==> src/source/demo_pkg.sv <==
package demo_pkg;

  // bus widths
  localparam int BUS_AW = 32;
  localparam int BUS_DW = 32;
  localparam int BUS_BW = 4;

  // address map, each region matches on bits above its size
  localparam logic [BUS_AW-1:0] RAM_START   = 32'h0000_0000;
  localparam logic [BUS_AW-1:0] RAM_SIZE    = 32'h0000_1000;
  localparam logic [BUS_AW-1:0] RAM_MASK    = ~(RAM_SIZE - 1);
  localparam int                RAM_WORDS   = RAM_SIZE / (BUS_DW / 8);

  localparam logic [BUS_AW-1:0] GPIO_START  = 32'h8000_0000;
  localparam logic [BUS_AW-1:0] GPIO_SIZE   = 32'h0000_1000;
  localparam logic [BUS_AW-1:0] GPIO_MASK   = ~(GPIO_SIZE - 1);

  localparam logic [BUS_AW-1:0] TIMER_START = 32'h8000_2000;
  localparam logic [BUS_AW-1:0] TIMER_SIZE  = 32'h0000_1000;
  localparam logic [BUS_AW-1:0] TIMER_MASK  = ~(TIMER_SIZE - 1);

  // gpio port widths and register offsets
  localparam int                GPI_WIDTH    = 8;
  localparam int                GPO_WIDTH    = 16;
  localparam logic [BUS_AW-1:0] GPIO_OUT_OFF = 32'h0;
  localparam logic [BUS_AW-1:0] GPIO_IN_OFF  = 32'h4;

  // timer register offsets
  localparam logic [BUS_AW-1:0] TIMER_MTIME_LO_OFF    = 32'h0;
  localparam logic [BUS_AW-1:0] TIMER_MTIME_HI_OFF    = 32'h4;
  localparam logic [BUS_AW-1:0] TIMER_MTIMECMP_LO_OFF = 32'h8;
  localparam logic [BUS_AW-1:0] TIMER_MTIMECMP_HI_OFF = 32'hC;

  // decoded target of a request
  typedef enum logic [1:0] {
    DEV_RAM,
    DEV_GPIO,
    DEV_TIMER,
    DEV_NONE
  } bus_device_e;

  // host request, also reused per device
  typedef struct packed {
    logic              req;
    logic              we;
    logic [BUS_BW-1:0] be;
    logic [BUS_AW-1:0] addr;
    logic [BUS_DW-1:0] wdata;
  } bus_req_t;

  // response back to host
  typedef struct packed {
    logic              gnt;
    logic              rvalid;
    logic              err;
    logic [BUS_DW-1:0] rdata;
  } bus_rsp_t;

  // reply from one device
  typedef struct packed {
    logic              rvalid;
    logic [BUS_DW-1:0] rdata;
  } dev_rsp_t;

  // expand byte enables into a bit mask
  function automatic logic [BUS_DW-1:0] be_to_mask(input logic [BUS_BW-1:0] be);
    logic [BUS_DW-1:0] mask;
    for (int i = 0; i < BUS_BW; i++) begin
      mask[i*8 +: 8] = {8{be[i]}};
    end
    return mask;
  endfunction

endpackage

==> src/source/demo_bus.sv <==
`timescale 1ns/10ps

module demo_bus (
  input  logic               clk_sys_i,
  input  logic               rst_sys_ni,

  input  demo_pkg::bus_req_t host_req_i,
  output demo_pkg::bus_rsp_t host_rsp_o,

  output demo_pkg::bus_req_t ram_req_o,
  output demo_pkg::bus_req_t gpio_req_o,
  output demo_pkg::bus_req_t timer_req_o,

  input  demo_pkg::dev_rsp_t ram_rsp_i,
  input  demo_pkg::dev_rsp_t gpio_rsp_i,
  input  demo_pkg::dev_rsp_t timer_rsp_i
);

  demo_pkg::bus_device_e dev_sel;
  demo_pkg::bus_device_e dev_sel_q;
  logic                  err_q;

  // copy of the host request for one device, base stripped
  function automatic demo_pkg::bus_req_t route_req(input demo_pkg::bus_req_t req,
                                                   input logic hit,
                                                   input logic [demo_pkg::BUS_AW-1:0] mask);
    demo_pkg::bus_req_t dev_req;
    dev_req      = req;
    dev_req.req  = req.req & hit;
    dev_req.addr = req.addr & ~mask;
    return dev_req;
  endfunction

  // decode stage
  // match address against the fixed map
  always_comb begin
    if ((host_req_i.addr & demo_pkg::RAM_MASK) == demo_pkg::RAM_START) begin
      dev_sel = demo_pkg::DEV_RAM;
    end else if ((host_req_i.addr & demo_pkg::GPIO_MASK) == demo_pkg::GPIO_START) begin
      dev_sel = demo_pkg::DEV_GPIO;
    end else if ((host_req_i.addr & demo_pkg::TIMER_MASK) == demo_pkg::TIMER_START) begin
      dev_sel = demo_pkg::DEV_TIMER;
    end else begin
      // unmapped, no device sees the request
      dev_sel = demo_pkg::DEV_NONE;
    end
  end

  // req only reaches the selected device
  assign ram_req_o   = route_req(host_req_i, dev_sel == demo_pkg::DEV_RAM, demo_pkg::RAM_MASK);
  assign gpio_req_o  = route_req(host_req_i, dev_sel == demo_pkg::DEV_GPIO, demo_pkg::GPIO_MASK);
  assign timer_req_o = route_req(host_req_i, dev_sel == demo_pkg::DEV_TIMER,
                                 demo_pkg::TIMER_MASK);

  // remember target for the response stage
  // idle cycles park on DEV_NONE with no error pending
  always_ff @(posedge clk_sys_i or negedge rst_sys_ni) begin
    if (!rst_sys_ni) begin
      dev_sel_q <= demo_pkg::DEV_NONE;
      err_q     <= 1'b0;
    end else begin
      dev_sel_q <= host_req_i.req ? dev_sel : demo_pkg::DEV_NONE;
      err_q     <= host_req_i.req && (dev_sel == demo_pkg::DEV_NONE);
    end
  end

  // response stage
  always_comb begin
    // every request granted at once
    host_rsp_o.gnt = host_req_i.req;
    case (dev_sel_q)
      demo_pkg::DEV_RAM: begin
        host_rsp_o.rvalid = ram_rsp_i.rvalid;
        host_rsp_o.err    = 1'b0;
        host_rsp_o.rdata  = ram_rsp_i.rdata;
      end
      demo_pkg::DEV_GPIO: begin
        host_rsp_o.rvalid = gpio_rsp_i.rvalid;
        host_rsp_o.err    = 1'b0;
        host_rsp_o.rdata  = gpio_rsp_i.rdata;
      end
      demo_pkg::DEV_TIMER: begin
        host_rsp_o.rvalid = timer_rsp_i.rvalid;
        host_rsp_o.err    = 1'b0;
        host_rsp_o.rdata  = timer_rsp_i.rdata;
      end
      default: begin
        // error reply for an unmapped access, zero data
        host_rsp_o.rvalid = err_q;
        host_rsp_o.err    = err_q;
        host_rsp_o.rdata  = '0;
      end
    endcase
  end

  // one device at most per cycle
  a_dev_req_onehot: assert property (@(posedge clk_sys_i) disable iff (!rst_sys_ni)
    $onehot0({ram_req_o.req, gpio_req_o.req, timer_req_o.req}));

  // device replies must line up with the one-cycle response
  a_rsp_next_cycle: assert property (@(posedge clk_sys_i) disable iff (!rst_sys_ni)
    host_req_i.req |=> host_rsp_o.rvalid);

endmodule

==> config.mk <==
export PLATFORM = sky130hd
export DESIGN_NAME = demo_bus
export DESIGN_NICKNAME = d
export VERILOG_FILES = /design/src/source/demo_pkg.sv /design/src/source/demo_bus.sv
export SDC_FILE = /design/constraint.sdc
export NUM_CORES = 1
export LEC_CHECK = 0
export ABC_AREA = 0
export BUFFER_PORTS_ARGS = -buffer_cell sky130_fd_sc_hd__buf_2
export CAP_MARGIN = 30
export CORE_AREA = 5 5 159 161
export CTS_BUF_LIST = sky130_fd_sc_hd__clkbuf_4 sky130_fd_sc_hd__clkbuf_8
export DETAILED_ROUTE_END_ITERATION = 12
export DIE_AREA = 0 0 164 166
export GPL_TIMING_DRIVEN = 0
export PLACE_DENSITY_LB_ADDON = 0.08
export SYNTH_ARGS = -nofsm -noshare
export SYNTH_HDL_FRONTEND = slang
export SYNTH_SLANG_ARGS = --single-unit
export TNS_END_PERCENT = 20
==> constraint.sdc <==
create_clock -name clk_sys_i -period 1.8 [get_ports clk_sys_i]
set_clock_uncertainty 0.2 [all_clocks]
set_input_delay 0.09 -clock clk_sys_i [delete_from_list [all_inputs] [get_ports clk_sys_i]]
set_output_delay 0.09 -clock clk_sys_i [all_outputs]
set_load 0.005 [all_outputs]
; Yosys cells after proc, flatten, opt, wreduce, memory -nomap -nowiden
; Cells that the tools add are included.
[op_classes]
eq_ne = 7
n_mux = 5
n_bitwise = 3
reduce_logical = 4
[op_table]
columns = operator, n
row1 = one-hot mux 34 bit (3 select lines), 1
row2 = equality test 20 bit (second input constant), 2
row3 = zero test 32 bit, 1
row4 = equality test 2 bit (second input constant), 3
row5 = two-way mux 2 bit, 3
row6 = equality test 2 x 1 -> 1 bit (second input constant), 2
row7 = zero test 2 bit, 2
row8 = bitwise AND 1 bit, 3
row9 = logical AND 1 bit, 1
row10 = two-way mux 1 bit, 1
[word_totals]
reg_bits = 3
in_bits = 171
output_inout_bits = 245

; Depth between registers and ports, before layout
[depth]
ltp_word = 6
mapped_depth = 6
ltp_nobuf = 3

; Worst setup path after synthesis
; Ideal clock, no wire load.
[synth_path]
kind = register to output
from = reg dev_sel_q[0]
to = out host_rsp_o[0] in the netlist's numbering
t_arrival_ps = 1187
slack_ps = 323
stages_incl_launch_ff = 5
cell_sequence = dfstp_2 buf_4 buf_2 mux2i_1 o21ai_0
[synth_rtl]
columns = item, line
row1 = from (decl), demo_bus.sv:20  ; demo_pkg::bus_device_e dev_sel_q;
row2 = from (signal assigned), demo_bus.sv:59  ; dev_sel_q <= demo_pkg::DEV_NONE;
row3 = from (signal assigned), demo_bus.sv:62  ; dev_sel_q <= host_req_i.req ? dev_sel : demo_pkg::DEV_NONE;
row4 = to (decl), demo_bus.sv:8  ; output demo_pkg::bus_rsp_t host_rsp_o,

==> results_dict.tcl <==
set metrics [dict create \
    clkSinkCount 3 \
    timing.final.ws_setup_ns -0.0376 \
    worstPathCellList "buf_12 > mux4_2 > buf_6" \
    critPathKind "reg -> out" \
    netlist.top_cell.by_area "buf_4" \
    critical_path.n_buffers_inverters 2 \
    placeableCoreArea_sq_mm 0.0238 \
    switching_part_of_the_total_power_pct 27.4 \
    yosys_most_used_dff "dfstp_2" \
    setup_tns_ns -0.0376 \
    synth.lib_cells_used.distinct 24 \
    synthToLayoutAreaGrowth_pct 105 \
    crit_path_start_kind "flop" \
    status "complete, but fails checks" \
    cap_violations 0 \
    period_share_pct 102 \
    synth_cells 341 \
    cts.clk_slew.worst_paths_ns 0.03 \
    leakagePower_uw 0.00318 \
    dr.pass1.iters 4 \
    cell_area_after_technology_mapping_sq_mm 0.00248 \
    io_buffers 306 \
    failed_checks "setup timing" \
    postRouteWirelength_microns 12500 \
    drt_first_iter_violations 37 \
    layout_commonest_cell "buf_2" \
    clockBufferDepth 2 \
    critical-path-top-delay-family "flip-flops" \
    floorplan.initialDensity_pct 10.4 \
    clock.fmax_mhz 544 \
    wire_length_of_the_first_global_routing_pass_microns 17900 \
    num_vias 3170 \
    rsz0062_at_grt "yes" \
    syn-mean-instance-area_sq_um 7.27 \
    antenna_cells_inserted 0 \
    critPathMaxFanout 8 \
    die-width_microns 164 \
    io_pins 416 \
    required_time_of_the_worst_setup_path_ns 1.51 \
    avgViaCountPerCell 3.03 \
    highest_delay_cell_along_the_critical_path "dfstp_2" \
    pwr-share-comb_pct 73.3 \
    timing.final.crit_period_ns 1.84 \
    grt_start_max_net_pins 11 \
    detailed_place_hpwl_microns 11200 \
    synth-seq-cells 3 \
    worst_ep_arrival_time_ns 1.55 \
    die_height_microns 166 \
    powerDensity_mw_per_mm2 203 \
    grtUsageTotal_pct 8.09 \
    place.gp.congestion 0.701 \
    grt_pass1_vias 3239 \
    setup_viol_count_final 1 \
    design.die.area_sq_mm 0.0272 \
    clockPowerShare_pct 19.9 \
    pint_uw 751 \
    largest_incremental_delay_on_the_critical_path_ns 0.53 \
    timing_hold_violations_final 0 \
    cts_made_buffers 3 \
    maxSlewViolCount 0 \
    htree_num_levels 1 \
    crit_path_end_kind "output port" \
    power_uw 1030 \
    gr-total-overflow 0 \
    drc 0 \
    synth_sequential_area_ratio_pct 3.13 \
    p_seq_share_pct 6.8 \
    fp-row-count 57 \
    layout.cells.most_common_list "buf_2, buf_4, conb_1" \
    irDropWorstVdd_mv 0.213 \
    cts_root_buffer "clkbuf_8" \
    layout-drive-gt1-share_pct 80.2 \
    nNetsFinal 895 \
    power.net_switching_uw 284 \
    synth_area_leaders "buf_4, mux2i_1, o21ai_0" \
    antenna_found_initial 0 \
    routedWlPerCell_microns 11.9 \
    synth-edff-count 0 \
    synth_top_area_share_pct 63.3 \
    ant_nets 0 \
    async_flop_share_pct 100 \
    hp-class "in -> async" \
    clock_tree_from_tritoncts "done" \
    count_of_yosys_warnings_during_synthesis 0 \
]
## area by class of cell
class / instances / area, sq um
Buffer: 219 / 1720
Clock buffer: 4 / 48.8
Timing Repair Buffer: 319 / 1720
Sequential cell: 3 / 77.6
Tap cell: 324 / 405
Inverter: 1 / 3.75
Multi-Input combinational cell: 177 / 1110
Fill cell: 2763 / 18700
## worst max-delay path by stage
stage	startpoint	to	slack (ns)	cells past startpoint
after detailed placement	dev_sel_q[0]$_DFF_PN1_	host_rsp_o[22]	-0.21	5
after global routing	dev_sel_q[0]$_DFF_PN1_	host_rsp_o[33]	-0.08	3
after CTS	dev_sel_q[0]$_DFF_PN1_	host_rsp_o[33]	-0.05	3
after floorplan	dev_sel_q[0]$_DFF_PN1_	host_rsp_o[0]	0.32	4
final	dev_sel_q[0]$_DFF_PN1_	host_rsp_o[33]	-0.04	3
after global placement	dev_sel_q[1]$_DFF_PN1_	host_rsp_o[13]	-0.16	6
## synthesized netlist by cell type (2+ instances only)
library cell	n
nor4_1	3
nand2_1	34
mux2i_1	32
dfstp_2	2
buf_2	3
o21ai_1	2
or3_1	2
nor4_2	2
o21ai_0	30
nor3_1	3
buf_4	209
nor2b_1	2
buf_6	3
clkbuf_1	4
## cells by family (layout without fill, tap and decap cells)
kind of cell,Yosys count,count (layout),share of synthesized area (%)
compound gates,33,33,6.87
xor+xnor,1,1,0.353
buf+inv,220,543,66.0
flops,3,3,3.13
mux,33,33,13.8
other cells,1,60,0.151
simple gates,50,50,9.64
## routing by layer
metal	wire length [microns]	track usage, %
met1	3980	7.64
met2	7070	17.4
met3	1400	2.26
met4	57	0.547
met5	0	0
## state kept, by name, summed over array words and instances, names as in the netlist
register and flops:
err_q 1, dev_sel_q 2
## stage by stage
stage,worst slack [ns],std cells,hold slack (ns),utilization [%],cell area (sq um)
2_1_floorplan,0.323,400,-0.406,-,2700
3_3_place_gp,-0.163,1030,-0.313,19.5,4640
3_5_place_dp,-0.209,1030,-0.310,19.5,4640
4_1_cts,-0.0519,1044,0.0124,20.5,4890
5_1_grt,-0.0833,1047,0.0164,21.4,5090
6_report,-0.0376,1047,0.00665,21.4,5090
## power groups by stage
stage               Clock, uW  Combinational, uW  Sequential (uW)
finish                    206                758             70.1
global route              222                831             70.3
CTS                       212                745             70.3
detailed placement          0                735             70.9
global placement            0                735             70.8
floorplan                   0                423             70.2
## what timing repair did
| action | CTS | global route |
|---|---|---|
| endpoints found under the hold margin | 5 | 0 |
| hold buffers | 2 | 0 |
| endpoints found under the setup margin | 34 | 33 |
| cloned | 1 | 3 |
| buffers inserted | 7 | 0 |
| pin swaps | 2 | 4 |
| gates resized for setup | 45 | 51 |
Power figures use the tool's default switching activity.
