[src/source/demo_pkg.sv]
package demo_pkg;

  // bus widths
  localparam int BUS_AW = 32;
  localparam int BUS_DW = 32;
  localparam int BUS_BW = 4;

  // address map, each region matches on bits above its size
  localparam logic [BUS_AW-1:0] RAM_START   = 32'h0000_0000;
  localparam logic [BUS_AW-1:0] RAM_SIZE    = 32'h0000_1000;
  localparam logic [BUS_AW-1:0] RAM_MASK    = ~(RAM_SIZE - 1);
  localparam int                RAM_WORDS   = RAM_SIZE / (BUS_DW / 8);

  localparam logic [BUS_AW-1:0] GPIO_START  = 32'h8000_0000;
  localparam logic [BUS_AW-1:0] GPIO_SIZE   = 32'h0000_1000;
  localparam logic [BUS_AW-1:0] GPIO_MASK   = ~(GPIO_SIZE - 1);

  localparam logic [BUS_AW-1:0] TIMER_START = 32'h8000_2000;
  localparam logic [BUS_AW-1:0] TIMER_SIZE  = 32'h0000_1000;
  localparam logic [BUS_AW-1:0] TIMER_MASK  = ~(TIMER_SIZE - 1);

  // gpio port widths and register offsets
  localparam int                GPI_WIDTH    = 8;
  localparam int                GPO_WIDTH    = 16;
  localparam logic [BUS_AW-1:0] GPIO_OUT_OFF = 32'h0;
  localparam logic [BUS_AW-1:0] GPIO_IN_OFF  = 32'h4;

  // timer register offsets
  localparam logic [BUS_AW-1:0] TIMER_MTIME_LO_OFF    = 32'h0;
  localparam logic [BUS_AW-1:0] TIMER_MTIME_HI_OFF    = 32'h4;
  localparam logic [BUS_AW-1:0] TIMER_MTIMECMP_LO_OFF = 32'h8;
  localparam logic [BUS_AW-1:0] TIMER_MTIMECMP_HI_OFF = 32'hC;

  // decoded target of a request
  typedef enum logic [1:0] {
    DEV_RAM,
    DEV_GPIO,
    DEV_TIMER,
    DEV_NONE
  } bus_device_e;

  // host request, also reused per device
  typedef struct packed {
    logic              req;
    logic              we;
    logic [BUS_BW-1:0] be;
    logic [BUS_AW-1:0] addr;
    logic [BUS_DW-1:0] wdata;
  } bus_req_t;

  // response back to host
  typedef struct packed {
    logic              gnt;
    logic              rvalid;
    logic              err;
    logic [BUS_DW-1:0] rdata;
  } bus_rsp_t;

  // reply from one device
  typedef struct packed {
    logic              rvalid;
    logic [BUS_DW-1:0] rdata;
  } dev_rsp_t;

  // expand byte enables into a bit mask
  function automatic logic [BUS_DW-1:0] be_to_mask(input logic [BUS_BW-1:0] be);
    logic [BUS_DW-1:0] mask;
    for (int i = 0; i < BUS_BW; i++) begin
      mask[i*8 +: 8] = {8{be[i]}};
    end
    return mask;
  endfunction

endpackage

[src/source/demo_gpio.sv]
`timescale 1ns/10ps

module demo_gpio (
  input  logic                           clk_sys_i,
  input  logic                           rst_sys_ni,

  input  demo_pkg::bus_req_t             req_i,
  output demo_pkg::dev_rsp_t             rsp_o,

  input  logic [demo_pkg::GPI_WIDTH-1:0] gp_i,
  output logic [demo_pkg::GPO_WIDTH-1:0] gp_o
);

  logic [demo_pkg::BUS_AW-1:0]    reg_off;
  logic [demo_pkg::BUS_DW-1:0]    wmask;
  logic [demo_pkg::GPO_WIDTH-1:0] gpo_q;
  logic [demo_pkg::GPI_WIDTH-1:0] gpi_meta_q;
  logic [demo_pkg::GPI_WIDTH-1:0] gpi_sync_q;
  logic [demo_pkg::BUS_DW-1:0]    rdata_d;
  logic [demo_pkg::BUS_DW-1:0]    rdata_q;
  logic                           rvalid_q;

  // word aligned register offset
  assign reg_off = {req_i.addr[demo_pkg::BUS_AW-1:2], 2'b00};
  assign wmask   = demo_pkg::be_to_mask(req_i.be);

  // output register, byte enables apply
  always_ff @(posedge clk_sys_i or negedge rst_sys_ni) begin
    if (!rst_sys_ni) begin
      gpo_q <= '0;
    end else if (req_i.req && req_i.we && (reg_off == demo_pkg::GPIO_OUT_OFF)) begin
      gpo_q <= (gpo_q & ~wmask[demo_pkg::GPO_WIDTH-1:0]) |
               (req_i.wdata[demo_pkg::GPO_WIDTH-1:0] & wmask[demo_pkg::GPO_WIDTH-1:0]);
    end
  end

  // two flop synchronizer on the async inputs
  always_ff @(posedge clk_sys_i or negedge rst_sys_ni) begin
    if (!rst_sys_ni) begin
      gpi_meta_q <= '0;
      gpi_sync_q <= '0;
    end else begin
      gpi_meta_q <= gp_i;
      gpi_sync_q <= gpi_meta_q;
    end
  end

  // read mux, zero extended
  always_comb begin
    rdata_d = '0;
    if (!req_i.we) begin
      if (reg_off == demo_pkg::GPIO_OUT_OFF) begin
        rdata_d[demo_pkg::GPO_WIDTH-1:0] = gpo_q;
      end else if (reg_off == demo_pkg::GPIO_IN_OFF) begin
        rdata_d[demo_pkg::GPI_WIDTH-1:0] = gpi_sync_q;
      end
    end
  end

  // payload only
  always_ff @(posedge clk_sys_i) begin
    if (req_i.req) begin
      rdata_q <= rdata_d;
    end
  end

  always_ff @(posedge clk_sys_i or negedge rst_sys_ni) begin
    if (!rst_sys_ni) begin
      rvalid_q <= 1'b0;
    end else begin
      rvalid_q <= req_i.req;
    end
  end

  assign rsp_o.rvalid = rvalid_q;
  assign rsp_o.rdata  = rdata_q;
  assign gp_o         = gpo_q;

endmodule

[config.mk]
export PLATFORM = sky130hd
export DESIGN_NAME = demo_gpio
export DESIGN_NICKNAME = d
export VERILOG_FILES = /design/src/source/demo_pkg.sv /design/src/source/demo_gpio.sv
export SDC_FILE = /design/constraint.sdc
export NUM_CORES = 1
export LEC_CHECK = 0
export BUFFER_PORTS_ARGS = -buffer_cell sky130_fd_sc_hd__clkbuf_2
export CAP_MARGIN = 20
export CORE_MARGIN = 8
export CORE_UTILIZATION = 40
export DETAILED_ROUTE_END_ITERATION = 6
export PLACE_DENSITY_LB_ADDON = 0.3
export SLEW_MARGIN = 20
export SYNTH_ARGS = -nofsm -noshare
export SYNTH_HDL_FRONTEND = slang
export SYNTH_SLANG_ARGS = --single-unit
[constraint.sdc]
create_clock -name clk_sys_i -period 0.9 [get_ports clk_sys_i]
set_input_delay 0.18 -clock clk_sys_i [delete_from_list [all_inputs] [get_ports clk_sys_i]]
set_output_delay 0.18 -clock clk_sys_i [all_outputs]
set_load 0.02 [all_outputs]
Word level (Yosys, flattened, before mapping) --
Cells that the tools add are included.
Operators by class: shift-type cells 0, add/sub/neg operators 0, equality and inequality tests 1, multipliers 0, multiplexer cells 2, bitwise gates (word level) 5, reductions and logical operators 4, divide/modulo/power cells 0, $lt $le $gt $ge 0
Operators with widths (number):
- bitwise AND 16 bit | 2
- zero test 32 bit | 1
- == test 30 x 1 -> 1 bit, second input constant | 1
- 2-to-1 mux 8 bit | 2
- NOT 16 bit | 1
- OR 16 bit | 1
- logical AND 1 bit | 2
- OR reduction 2 bit | 1
- NOT 1 bit | 1
Word-level totals: bits in registers 49, memories kept 0, output and inout port bits 49, latch bits 0, bits of input ports 80, memory bits (writable) 0, bits in read-only memories 0

Depth between registers and ports, before layout --
Gate-level depths: netlist of run 1.
depth in word-level cells 3, mapped depth 5

Worst setup path before layout of run 1 --
No wires, ideal clock.
kind input to register, from in req_i[46] in the netlist's numbering, to reg with a tool-made name, stages on the path 4, setup slack -765 ps, arrival time 1540 ps, path buffers 0, required time 775 ps, cells stage by stage nor4_1 -> nand4_1 -> nor4_4 -> mux2_2
RTL lines:
- start, declared | line demo_gpio.sv:7 | input demo_pkg::bus_req_t req_i,

Worst setup path after layout of run 1 --
from in req_i[39] in the netlist's numbering, to reg rdata_q[2] in the netlist's numbering (data pin)
On the way: longest elaborated chain between the ends 3, elaborated cells on any way between the ends 4, classes of those cells 1 x eq/ne; 2 x mux; 1 x reduce/logical
Ends and longest elaborated chain:
- == test 30 x 1 -> 1 bit | line demo_gpio.sv:54 | end else if (reg_off == demo_pkg::GPIO_IN_OFF) begin
- 2-to-1 mux 8 bit | line demo_gpio.sv:54
- 2-to-1 mux 8 bit * | line demo_gpio.sv:52 | if (reg_off == demo_pkg::GPIO_OUT_OFF) begin
- end signal, assigned | line demo_gpio.sv:63 | rdata_q <= rdata_d;
- end, declared | line demo_gpio.sv:20 | logic [demo_pkg::BUS_DW-1:0] rdata_q;
Mark *: on every way between the ends. The rest lies on a longest branch, timed or not. A chain may end at the register's enable or synchronous reset.

==> results_tabular.tex, run 1 <==
\begin{tabular}{lr}
\hline
Metric & Value \\
\hline
\multicolumn{2}{l}{\textbf{Finish}} \\
Post-route core utilization & 0.679 \\
Commonest non-fill, non-tap cell in the layout & clkbuf\_2 \\
Layout area overhead & 65.5\% \\
Antenna diodes & 0 \\
Most used cells in the layout excluding fill and tap cells & 58 x clkbuf\_2, 33 x dfrtp\_1, 22 x buf\_4 \\
Final non-filler cell area & 3190 um\^{}2 \\
Final layout net count & 337 \\
Final cell count without fillers & 312 \\
Share of layout cells above drive strength 1 & 0.624 \\
\multicolumn{2}{l}{\textbf{Place}} \\
Detailed placement HPWL & 3630 um \\
Placed insts & 280 \\
Worst-case setup slack after placement & -0.874 ns \\
Placed instance area & 2510 um\^{}2 \\
Final RePlAce weighted congestion & 0.778 \\
Port Buffers & 92 \\
\multicolumn{2}{l}{\textbf{Worst setup path}} \\
Worst reg2reg endpoint & rdata\_q[1] \\
Critical path capture point & rdata\_q[2] \\
Endpoint required time on the critical path & 1.06 ns \\
Number of buffer and inverter instances along the worst setup path & 3 \\
Worst Setup Start Kind & primary input \\
Family with the most delay on the worst path & simple AND/OR/NAND/NOR gates \\
Max incr delay on CP & 0.47 ns \\
Slowest cell on the critical path & or3\_4 \\
Crit Path Category & primary input to register \\
Reg2reg setup slack & -0.18 ns \\
Arrival time reported for the critical path endpoint & 1.56 ns \\
Critical Path, Cell by Cell & buf\_6 -> nor4\_4 -> nand4\_1 -> buf\_6 -> buf\_4 -> or3\_4 -> nor2\_2 \\
Register-to-Register Path Depth & 3 \\
Worst-path fanout max & 8 \\
Stages on worst setup path & 7 \\
Most frequent cell on the critical path & buf\_6 \\
Launching element of the worst setup path & req\_i[39] \\
Setup crit end kind & register \\
\multicolumn{2}{l}{\textbf{Die}} \\
Site Rows & 25 \\
Die Y & 85.4 um \\
DIE WIDTH & 85.4 um \\
Ports & 129 \\
Core Footprint & 4690 um\^{}2 \\
Die Outline Area & 7290 um\^{}2 \\
Initial cell density of the core & 0.410 \\
\multicolumn{2}{l}{\textbf{CTS}} \\
Insertion delay to the later sink of the worst-skew pair & 0.30 ns \\
Root buf cell & clkbuf\_8 \\
Clock-pin slew on the worst setup and hold paths & 0.09 ns \\
CTS tree & yes \\
Htree depth & 2 \\
Maximum count of clock buffers along a single path & 2 \\
Num CTS Buffers & 5 \\
Clock Sinks & 49 \\
\multicolumn{2}{l}{\textbf{STA}} \\
Tmin final & 1.40 ns \\
Upper clock frequency limit & 0.713 GHz \\
Unrepaired setup endpoints after global routing & true \\
Final Skew & 0.0141 ns \\
Worst Hold Slack & 0.110 ns \\
Total count of max-transition violations in the final report & 0 \\
Endpoints failing hold & 0 \\
Total negative slack for setup checks & -18.83 ns \\
Min setup slack post-route & -0.502 ns \\
Final worst path period share & 1.56 \\
Setup violation total in the final timing report & 65 \\
\multicolumn{2}{l}{\textbf{Route}} \\
WL per Instance & 16.9 um \\
Residual DRC & 0 \\
Ratio of routed vias to standard cells & 4.62 \\
Final Routed Wirelength & 5260 um \\
Vias & 1,440 \\
Starting DRT DRC Count & 51 \\
Final ANT Viol Nets & 0 \\
Total iterations of the first detailed-routing run & 4 \\
\multicolumn{2}{l}{\textbf{Power and ir drop}} \\
Peak supply drop & 0.00119 V \\
Lkg Pwr & 1.55 nW \\
Cell Pwr Density & 1400 nW/um\^{}2 \\
Post-layout power & 4.45 mW \\
\multicolumn{2}{l}{\textbf{Logic synthesis}} \\
Flip-flop and latch count after synthesis & 49 \\
Warnings from Yosys & 0 \\
Synthesized area & 1930 um\^{}2 \\
Post-synthesis instance total & 127 \\
Count of distinct cell types in the synthesized netlist & 17 \\
Mean instance size in the synthesized netlist & 15.2 um\^{}2 \\
Post-synthesis sequential area ratio & 0.678 \\
\multicolumn{2}{l}{\textbf{Worst hold path}} \\
Class of the most critical hold timing path & primary input to register \\
\multicolumn{2}{l}{\textbf{GRT}} \\
Total global-route track usage & 0.140 \\
Overall overflow remaining after global route & 0 \\
Via count of the first global-routing pass & 1,622 \\
Global-route wire length before repair & 7900 um \\
Antenna violations before repair & 0 \\
Pin count of the biggest net entering global routing & 34 \\
\multicolumn{2}{l}{\textbf{Outcome}} \\
Outcome & finished with violations \\
Violations in the final reports & setup timing \\
\multicolumn{2}{l}{\textbf{Job}} \\
Number of max-cap violations & 0 \\
\hline
\end{tabular}
## synthesized netlist by cell type
cell | number | share of area
nor3_1 | 1 | 0.0026
nor4bb_1 | 1 | 0.0052
buf_2 | 1 | 0.0026
conb_1 | 1 | 0.0019
mux2_2 | 16 | 0.094
inv_1 | 2 | 0.0039
or3_2 | 1 | 0.0039
and2_1 | 8 | 0.026
nand4_1 | 3 | 0.0097
dfrtp_1 | 33 | 0.43
nor4_1 | 7 | 0.023
buf_4 | 17 | 0.066
nor2_1 | 9 | 0.018
nor4_4 | 2 | 0.022
mux2i_1 | 8 | 0.042
buf_1 | 1 | 0.0019
edfxtp_1 | 16 | 0.25
## area by class of cell
cell class,count,area (um^2)
clock buffers,7,86.3
clock inverters,1,30.0
multi-input cells,72,716
fillers,348,1510
inverters,2,7.51
flip-flops and latches,49,1310
repair buffers,127,973
well taps,54,67.6
## power breakdown
part,internal (mW),total (mW),switching (mW)
registers,2.36,2.38,0.0207
logic,0.212,0.482,0.269
clock network,0.906,1.59,0.679
## cell families after synthesis
kind of cell,Yosys count,share of synthesized area
DFF,49,0.678
and+or+nand+nor,32,0.110
muxes,24,0.135
buffers and inverters,21,0.0747
other,1,0.00195
## worst register-to-register path, stage by stage, from the launching register on
cell	delay [ns]
dfrtp_1	0.40
buf_4	0.14
mux2i_1	0.23
nor2_4	0.06
## how the worst min path moves through the flow
| stage | from | end | slack, ns | cells past startpoint |
|---|---|---|---|---|
| final | req_i[12] | register | 0.11 | 2 |
| after global routing | req_i[1] | register | 0.10 | 2 |
| after CTS | req_i[1] | register | 0.10 | 2 |
| after detailed placement | rst_sys_ni | gpi_meta_q[7] | 0.16 | 2 |
| after global placement | rst_sys_ni | gpi_meta_q[7] | 0.15 | 2 |
| after floorplan | rst_sys_ni | async pin | -0.12 | 0 |
## repair_timing
| item | in CTS | in global routing |
|---|---|---|
| setup buffers | 14 | 1 |
| pin swaps | 3 | 5 |
| hold buffers | 9 | 0 |
| endpoints found under the setup margin | 65 | 65 |
| endpoints found under the hold margin | 41 | 0 |
| gates resized for setup | 36 | 72 |
## routing by layer
layer / vias to the layer above / global-route usage / wire, um
met5: - / 0 / 0
met4: 0 / 0.0334 / 31
met3: 5 / 0.0618 / 477
met2: 67 / 0.256 / 2880
met1: 694 / 0.141 / 1870
li1: 674 / - / -
No activity file was read; power rests on OpenSTA's default activity.
==> run 2: changes to the inputs <==
--- a/config.mk
+++ b/config.mk
@@ -11,6 +11,7 @@
 export CORE_UTILIZATION = 40
 export DETAILED_ROUTE_END_ITERATION = 6
 export PLACE_DENSITY_LB_ADDON = 0.3
+export SKIP_CTS_REPAIR_TIMING = 1
 export SLEW_MARGIN = 20
 export SYNTH_ARGS = -nofsm -noshare
 export SYNTH_HDL_FRONTEND = slang
==> run 2 against run 1 <==
Against the previous run: the run still ends with setup timing left; cell count is 2.6% lower; die area stayed put; sequential power hardly changed; core utilization is 2.5 points lower; combinational power hardly changed; wire length is 6.0% lower; critical path depth stayed put; non-clock buffer count is 8 lower; sequential cell count stayed put; global-route usage is 1.4 points lower; via count is 3.7% lower; worst hold slack worse by 0.0010 ns.
==> results_tabular.tex, run 2 (synthesis results as in run 1) <==
\begin{tabular}{lr}
\hline
Metric & Value \\
\hline
\multicolumn{2}{l}{\textbf{Route}} \\
M1 WL & 1900 um \\
Top routing layer in use & met4 \\
Final ANT Viol Nets & 0 \\
Starting DRT DRC Count & 41 \\
Ratio of routed vias to standard cells & 4.56 \\
Metal3 WL & 413 um \\
Length of routed met2 wiring & 2600 um \\
Residual DRC & 0 \\
Total iterations of the first detailed-routing run & 4 \\
Vias & 1,387 \\
WL per Instance & 16.3 um \\
Final Routed Wirelength & 4950 um \\
\multicolumn{2}{l}{\textbf{STA}} \\
Min setup slack post-route & -0.489 ns \\
Endpoints failing hold & 0 \\
Final Skew & 0.0132 ns \\
Unrepaired setup endpoints after global routing & true \\
Setup violation total in the final timing report & 65 \\
Worst Hold Slack & 0.109 ns \\
Total count of max-transition violations in the final report & 0 \\
Tmin final & 1.39 ns \\
Final worst path period share & 1.54 \\
Total negative slack for setup checks & -18.34 ns \\
Upper clock frequency limit & 0.720 GHz \\
\multicolumn{2}{l}{\textbf{CTS}} \\
Clock Sinks & 49 \\
Htree depth & 2 \\
Insertion delay to the later sink of the worst-skew pair & 0.30 ns \\
Num CTS Buffers & 5 \\
Maximum count of clock buffers along a single path & 2 \\
CTS tree & yes \\
Root buf cell & clkbuf\_8 \\
Clock-pin slew on the worst setup and hold paths & 0.09 ns \\
\multicolumn{2}{l}{\textbf{GRT}} \\
Antenna violations before repair & 0 \\
Via count of the first global-routing pass & 1,457 \\
Pin count of the biggest net entering global routing & 34 \\
Total global-route track usage & 0.126 \\
Overall overflow remaining after global route & 0 \\
Global-route wire length before repair & 7170 um \\
\multicolumn{2}{l}{\textbf{Worst setup path}} \\
Worst-path fanout max & 8 \\
Arrival time reported for the critical path endpoint & 1.57 ns \\
Endpoint required time on the critical path & 1.08 ns \\
Setup crit end kind & register \\
Crit Path Category & primary input to register \\
Worst Setup Start Kind & primary input \\
Register-to-Register Path Depth & 3 \\
\multicolumn{2}{l}{\textbf{Finish}} \\
Most used cells in the layout excluding fill and tap cells & 57 x clkbuf\_2, 33 x dfrtp\_1, 32 x buf\_6 \\
Commonest non-fill, non-tap cell in the layout & clkbuf\_2 \\
Final layout net count & 329 \\
Share of layout cells above drive strength 1 & 0.608 \\
Final cell count without fillers & 304 \\
Layout area overhead & 59.5\% \\
Antenna diodes & 0 \\
Post-route core utilization & 0.655 \\
\multicolumn{2}{l}{\textbf{Die}} \\
Die Y & 85.4 um \\
Initial cell density of the core & 0.410 \\
Die Outline Area & 7290 um\^{}2 \\
Site Rows & 25 \\
Ports & 129 \\
DIE WIDTH & 85.4 um \\
Core Footprint & 4690 um\^{}2 \\
\multicolumn{2}{l}{\textbf{Job}} \\
Number of max-cap violations & 0 \\
\multicolumn{2}{l}{\textbf{Worst hold path}} \\
Class of the most critical hold timing path & primary input to register \\
Count of cells along the worst hold path & 2 \\
\multicolumn{2}{l}{\textbf{Outcome}} \\
Violations in the final reports & setup timing \\
Outcome & finished with violations \\
\multicolumn{2}{l}{\textbf{Place}} \\
Placed insts & 280 \\
Detailed placement HPWL & 3630 um \\
Worst-case setup slack after placement & -0.874 ns \\
Final RePlAce weighted congestion & 0.778 \\
Port Buffers & 92 \\
\multicolumn{2}{l}{\textbf{Power and ir drop}} \\
Lkg Pwr & 1.49 nW \\
Cell Pwr Density & 1450 nW/um\^{}2 \\
Peak supply drop & 0.00113 V \\
\hline
\end{tabular}
[run 2: cell type report]
cell class                      count  area [um^2]
Fill cell                         362         1620
Multi-Input combinational cell     72          686
Inverter                            2         7.51
Sequential cell                    49         1310
Timing Repair Buffer              119          888
Clock inverter                      1         30.0
Tap cell                           54         67.6
Clock buffer                        7         86.3
[run 2: path summary, 6_finish.rpt]
path	start	endpoint	slack, ns
min in group asynchronous	rst_sys_ni	async pin	0.38
max in group asynchronous	rst_sys_ni	async pin	0.35
min	req_i[12]	register	0.11
max reg2reg	register	rdata_q[1]	-0.09
max	req_i[40]	register	-0.49
min reg2reg	gpi_meta_q[0]	gpi_sync_q[0]	0.35
[run 2: through the flow]
step                      total power, mW  cell area (um^2)
final                                4.46              3070
after global routing                 4.64              3070
after CTS                            4.41              2630
after detailed placement             2.82              2510
after global placement               2.81              2510
after floorplan                      2.63              2030
[run 2: report_power, final]
group	switching (mW)	internal (mW)
combinational	0.266	0.215
sequential	0.0200	2.36
clock	0.687	0.906
total	0.973	3.48
[run 2: worst max-delay path, stage by stage]
cell     delay (ns)
buf_6          0.10
nor4_4         0.26
nand4_1        0.14
buf_6          0.15
nor4_4         0.21
buf_6          0.18
mux2_2         0.33
[run 2: layer usage]
metal	vias up	GRT usage
met4	0	0.0334
met2	65	0.215
li1	658	-
met1	659	0.138
met5	-	0
met3	5	0.0569
==> run 3: changes to the inputs <==
--- a/config.mk
+++ b/config.mk
@@ -11,6 +11,7 @@
 export CORE_UTILIZATION = 40
 export DETAILED_ROUTE_END_ITERATION = 6
 export PLACE_DENSITY_LB_ADDON = 0.3
+export RECOVER_POWER = 100
 export SKIP_CTS_REPAIR_TIMING = 1
 export SLEW_MARGIN = 20
 export SYNTH_ARGS = -nofsm -noshare
==> run 3 against run 2 <==
Against the previous run: the run still ends with setup timing left; wire length grew 0.14%; sequential share of layout area is 0.23 points higher; cell count is the same; clock power barely moved; die area unchanged; sequential cell count unchanged; worst setup slack hardly changed; critical path depth unchanged; core utilization decreased by 0.35 points; largest power group unchanged.
==> results_tabular.tex, run 3 (synthesis results as in run 1) <==
\begin{tabular}{lr}
\hline
Metric & Value \\
\hline
\multicolumn{2}{l}{\textbf{Finish}} \\
Post-route core utilization & 0.651 \\
Share of layout cells above drive strength 1 & 0.604 \\
Commonest non-fill, non-tap cell in the layout & clkbuf\_2 \\
Final layout net count & 329 \\
Most used cells in the layout excluding fill and tap cells & 57 x clkbuf\_2, 33 x dfrtp\_1, 32 x buf\_6 \\
Antenna diodes & 0 \\
Combined area of the multi-input logic cells & 686 um\^{}2 \\
Filler instances & 366 \\
Layout area overhead & 58.7\% \\
Sequential cell area & 1310 um\^{}2 \\
Final cell count without fillers & 304 \\
\multicolumn{2}{l}{\textbf{Route}} \\
Total iterations of the first detailed-routing run & 4 \\
Vias & 1,391 \\
Residual DRC & 0 \\
Final Routed Wirelength & 4950 um \\
WL per Instance & 16.3 um \\
Ratio of routed vias to standard cells & 4.58 \\
Starting DRT DRC Count & 47 \\
Final ANT Viol Nets & 0 \\
\multicolumn{2}{l}{\textbf{GRT}} \\
Global-route wire length before repair & 7170 um \\
Overall overflow remaining after global route & 0 \\
Met2 global-route usage & 0.215 \\
Total global-route track usage & 0.126 \\
Via count of the first global-routing pass & 1,457 \\
Antenna violations before repair & 0 \\
Met3 capacity usage during global routing & 0.0569 \\
Pin count of the biggest net entering global routing & 34 \\
Layer with the highest usage & met2 \\
Global routing met1 resource utilization & 0.138 \\
\multicolumn{2}{l}{\textbf{STA}} \\
Total count of max-transition violations in the final report & 0 \\
Setup violation total in the final timing report & 65 \\
Unrepaired setup endpoints after global routing & true \\
Final worst path period share & 1.54 \\
Upper clock frequency limit & 0.720 GHz \\
Tmin final & 1.39 ns \\
Min setup slack post-route & -0.489 ns \\
Worst Hold Slack & 0.109 ns \\
Endpoints failing hold & 0 \\
Final Skew & 0.0135 ns \\
\multicolumn{2}{l}{\textbf{Outcome}} \\
Outcome & finished with violations \\
Violations in the final reports & setup timing \\
\multicolumn{2}{l}{\textbf{Power and ir drop}} \\
Peak supply drop & 0.00113 V \\
Lkg Pwr & 1.48 nW \\
Cell Pwr Density & 1460 nW/um\^{}2 \\
\multicolumn{2}{l}{\textbf{Worst setup path}} \\
Critical Path, Cell by Cell & buf\_6 -> nor4\_4 -> nand4\_1 -> buf\_6 -> nor4\_4 -> buf\_6 -> mux2\_2 \\
Arrival time reported for the critical path endpoint & 1.57 ns \\
Endpoint required time on the critical path & 1.08 ns \\
Slowest cell on the critical path & mux2\_2 \\
Max incr delay on CP & 0.33 ns \\
Crit Path Category & primary input to register \\
Worst-path fanout max & 8 \\
Most frequent cell on the critical path & buf\_6 \\
Number of buffer and inverter instances along the worst setup path & 3 \\
Family with the most delay on the worst path & simple AND/OR/NAND/NOR gates \\
Setup crit end kind & register \\
Worst Setup Start Kind & primary input \\
\multicolumn{2}{l}{\textbf{Die}} \\
Ports & 129 \\
Initial cell density of the core & 0.410 \\
Die Outline Area & 7290 um\^{}2 \\
Core Footprint & 4690 um\^{}2 \\
DIE WIDTH & 85.4 um \\
Die Y & 85.4 um \\
Site Rows & 25 \\
\multicolumn{2}{l}{\textbf{Job}} \\
Number of max-cap violations & 0 \\
\multicolumn{2}{l}{\textbf{Worst hold path}} \\
Class of the most critical hold timing path & primary input to register \\
\multicolumn{2}{l}{\textbf{CTS}} \\
CTS tree & yes \\
Num CTS Buffers & 5 \\
Insertion delay to the later sink of the worst-skew pair & 0.30 ns \\
Root buf cell & clkbuf\_8 \\
Clock-pin slew on the worst setup and hold paths & 0.09 ns \\
Htree depth & 2 \\
Maximum count of clock buffers along a single path & 2 \\
Clock Sinks & 49 \\
\multicolumn{2}{l}{\textbf{Place}} \\
Detailed placement HPWL & 3630 um \\
Placed insts & 280 \\
Port Buffers & 92 \\
Final RePlAce weighted congestion & 0.778 \\
\hline
\end{tabular}
## run 3: layer usage
metal  vias to the layer above  part of all wire
met2                        65              0.52
met1                       662              0.39
li1                        659                 -
met3                         5             0.083
met5                         -                 0
met4                         0            0.0063
## run 3: worst paths after layout
kind                                    start            end  slack, ns  cells after the start
worst max-delay path                req_i[40]       register      -0.49                      7
worst min-delay path                req_i[12]       register       0.11                      2
worst max register to register       register     rdata_q[1]      -0.09                      3
worst min register to register  gpi_meta_q[0]  gpi_sync_q[0]       0.35                      0
max in group asynchronous          rst_sys_ni      async pin       0.09                      3
min in group asynchronous          rst_sys_ni  gpi_meta_q[7]       0.48                      3
## run 3: final cells by class
| cell class | count | area share |
|---|---|---|
| Sequential cell | 49 | 0.428 |
| Timing Repair Buffer | 119 | 0.285 |
| Multi-Input combinational cell | 72 | 0.224 |
| Clock inverter | 1 | 0.00983 |
| Inverter | 2 | 0.00246 |
| Tap cell | 54 | 0.0221 |
| Clock buffer | 7 | 0.0283 |
## run 3: where the power goes
group	internal (mW)	total [mW]	switching, mW	leakage (nW)
registers	2.36	2.38	0.0200	0.584
logic	0.206	0.471	0.265	0.840
clock network	0.906	1.59	0.688	0.0585
## run 3: per-stage QoR
stage | setup TNS (ns) | worst slack (ns) | total power, mW | cell area (um^2)
floorplan | -21.93 | -0.756 | 2.63 | 2030
global placement | -26.35 | -0.883 | 2.81 | 2510
detailed placement | -26.91 | -0.874 | 2.82 | 2510
CTS | -21.54 | -0.570 | 4.41 | 2630
global route | -21.48 | -0.548 | 4.63 | 3060
finish | -18.34 | -0.489 | 4.45 | 3060
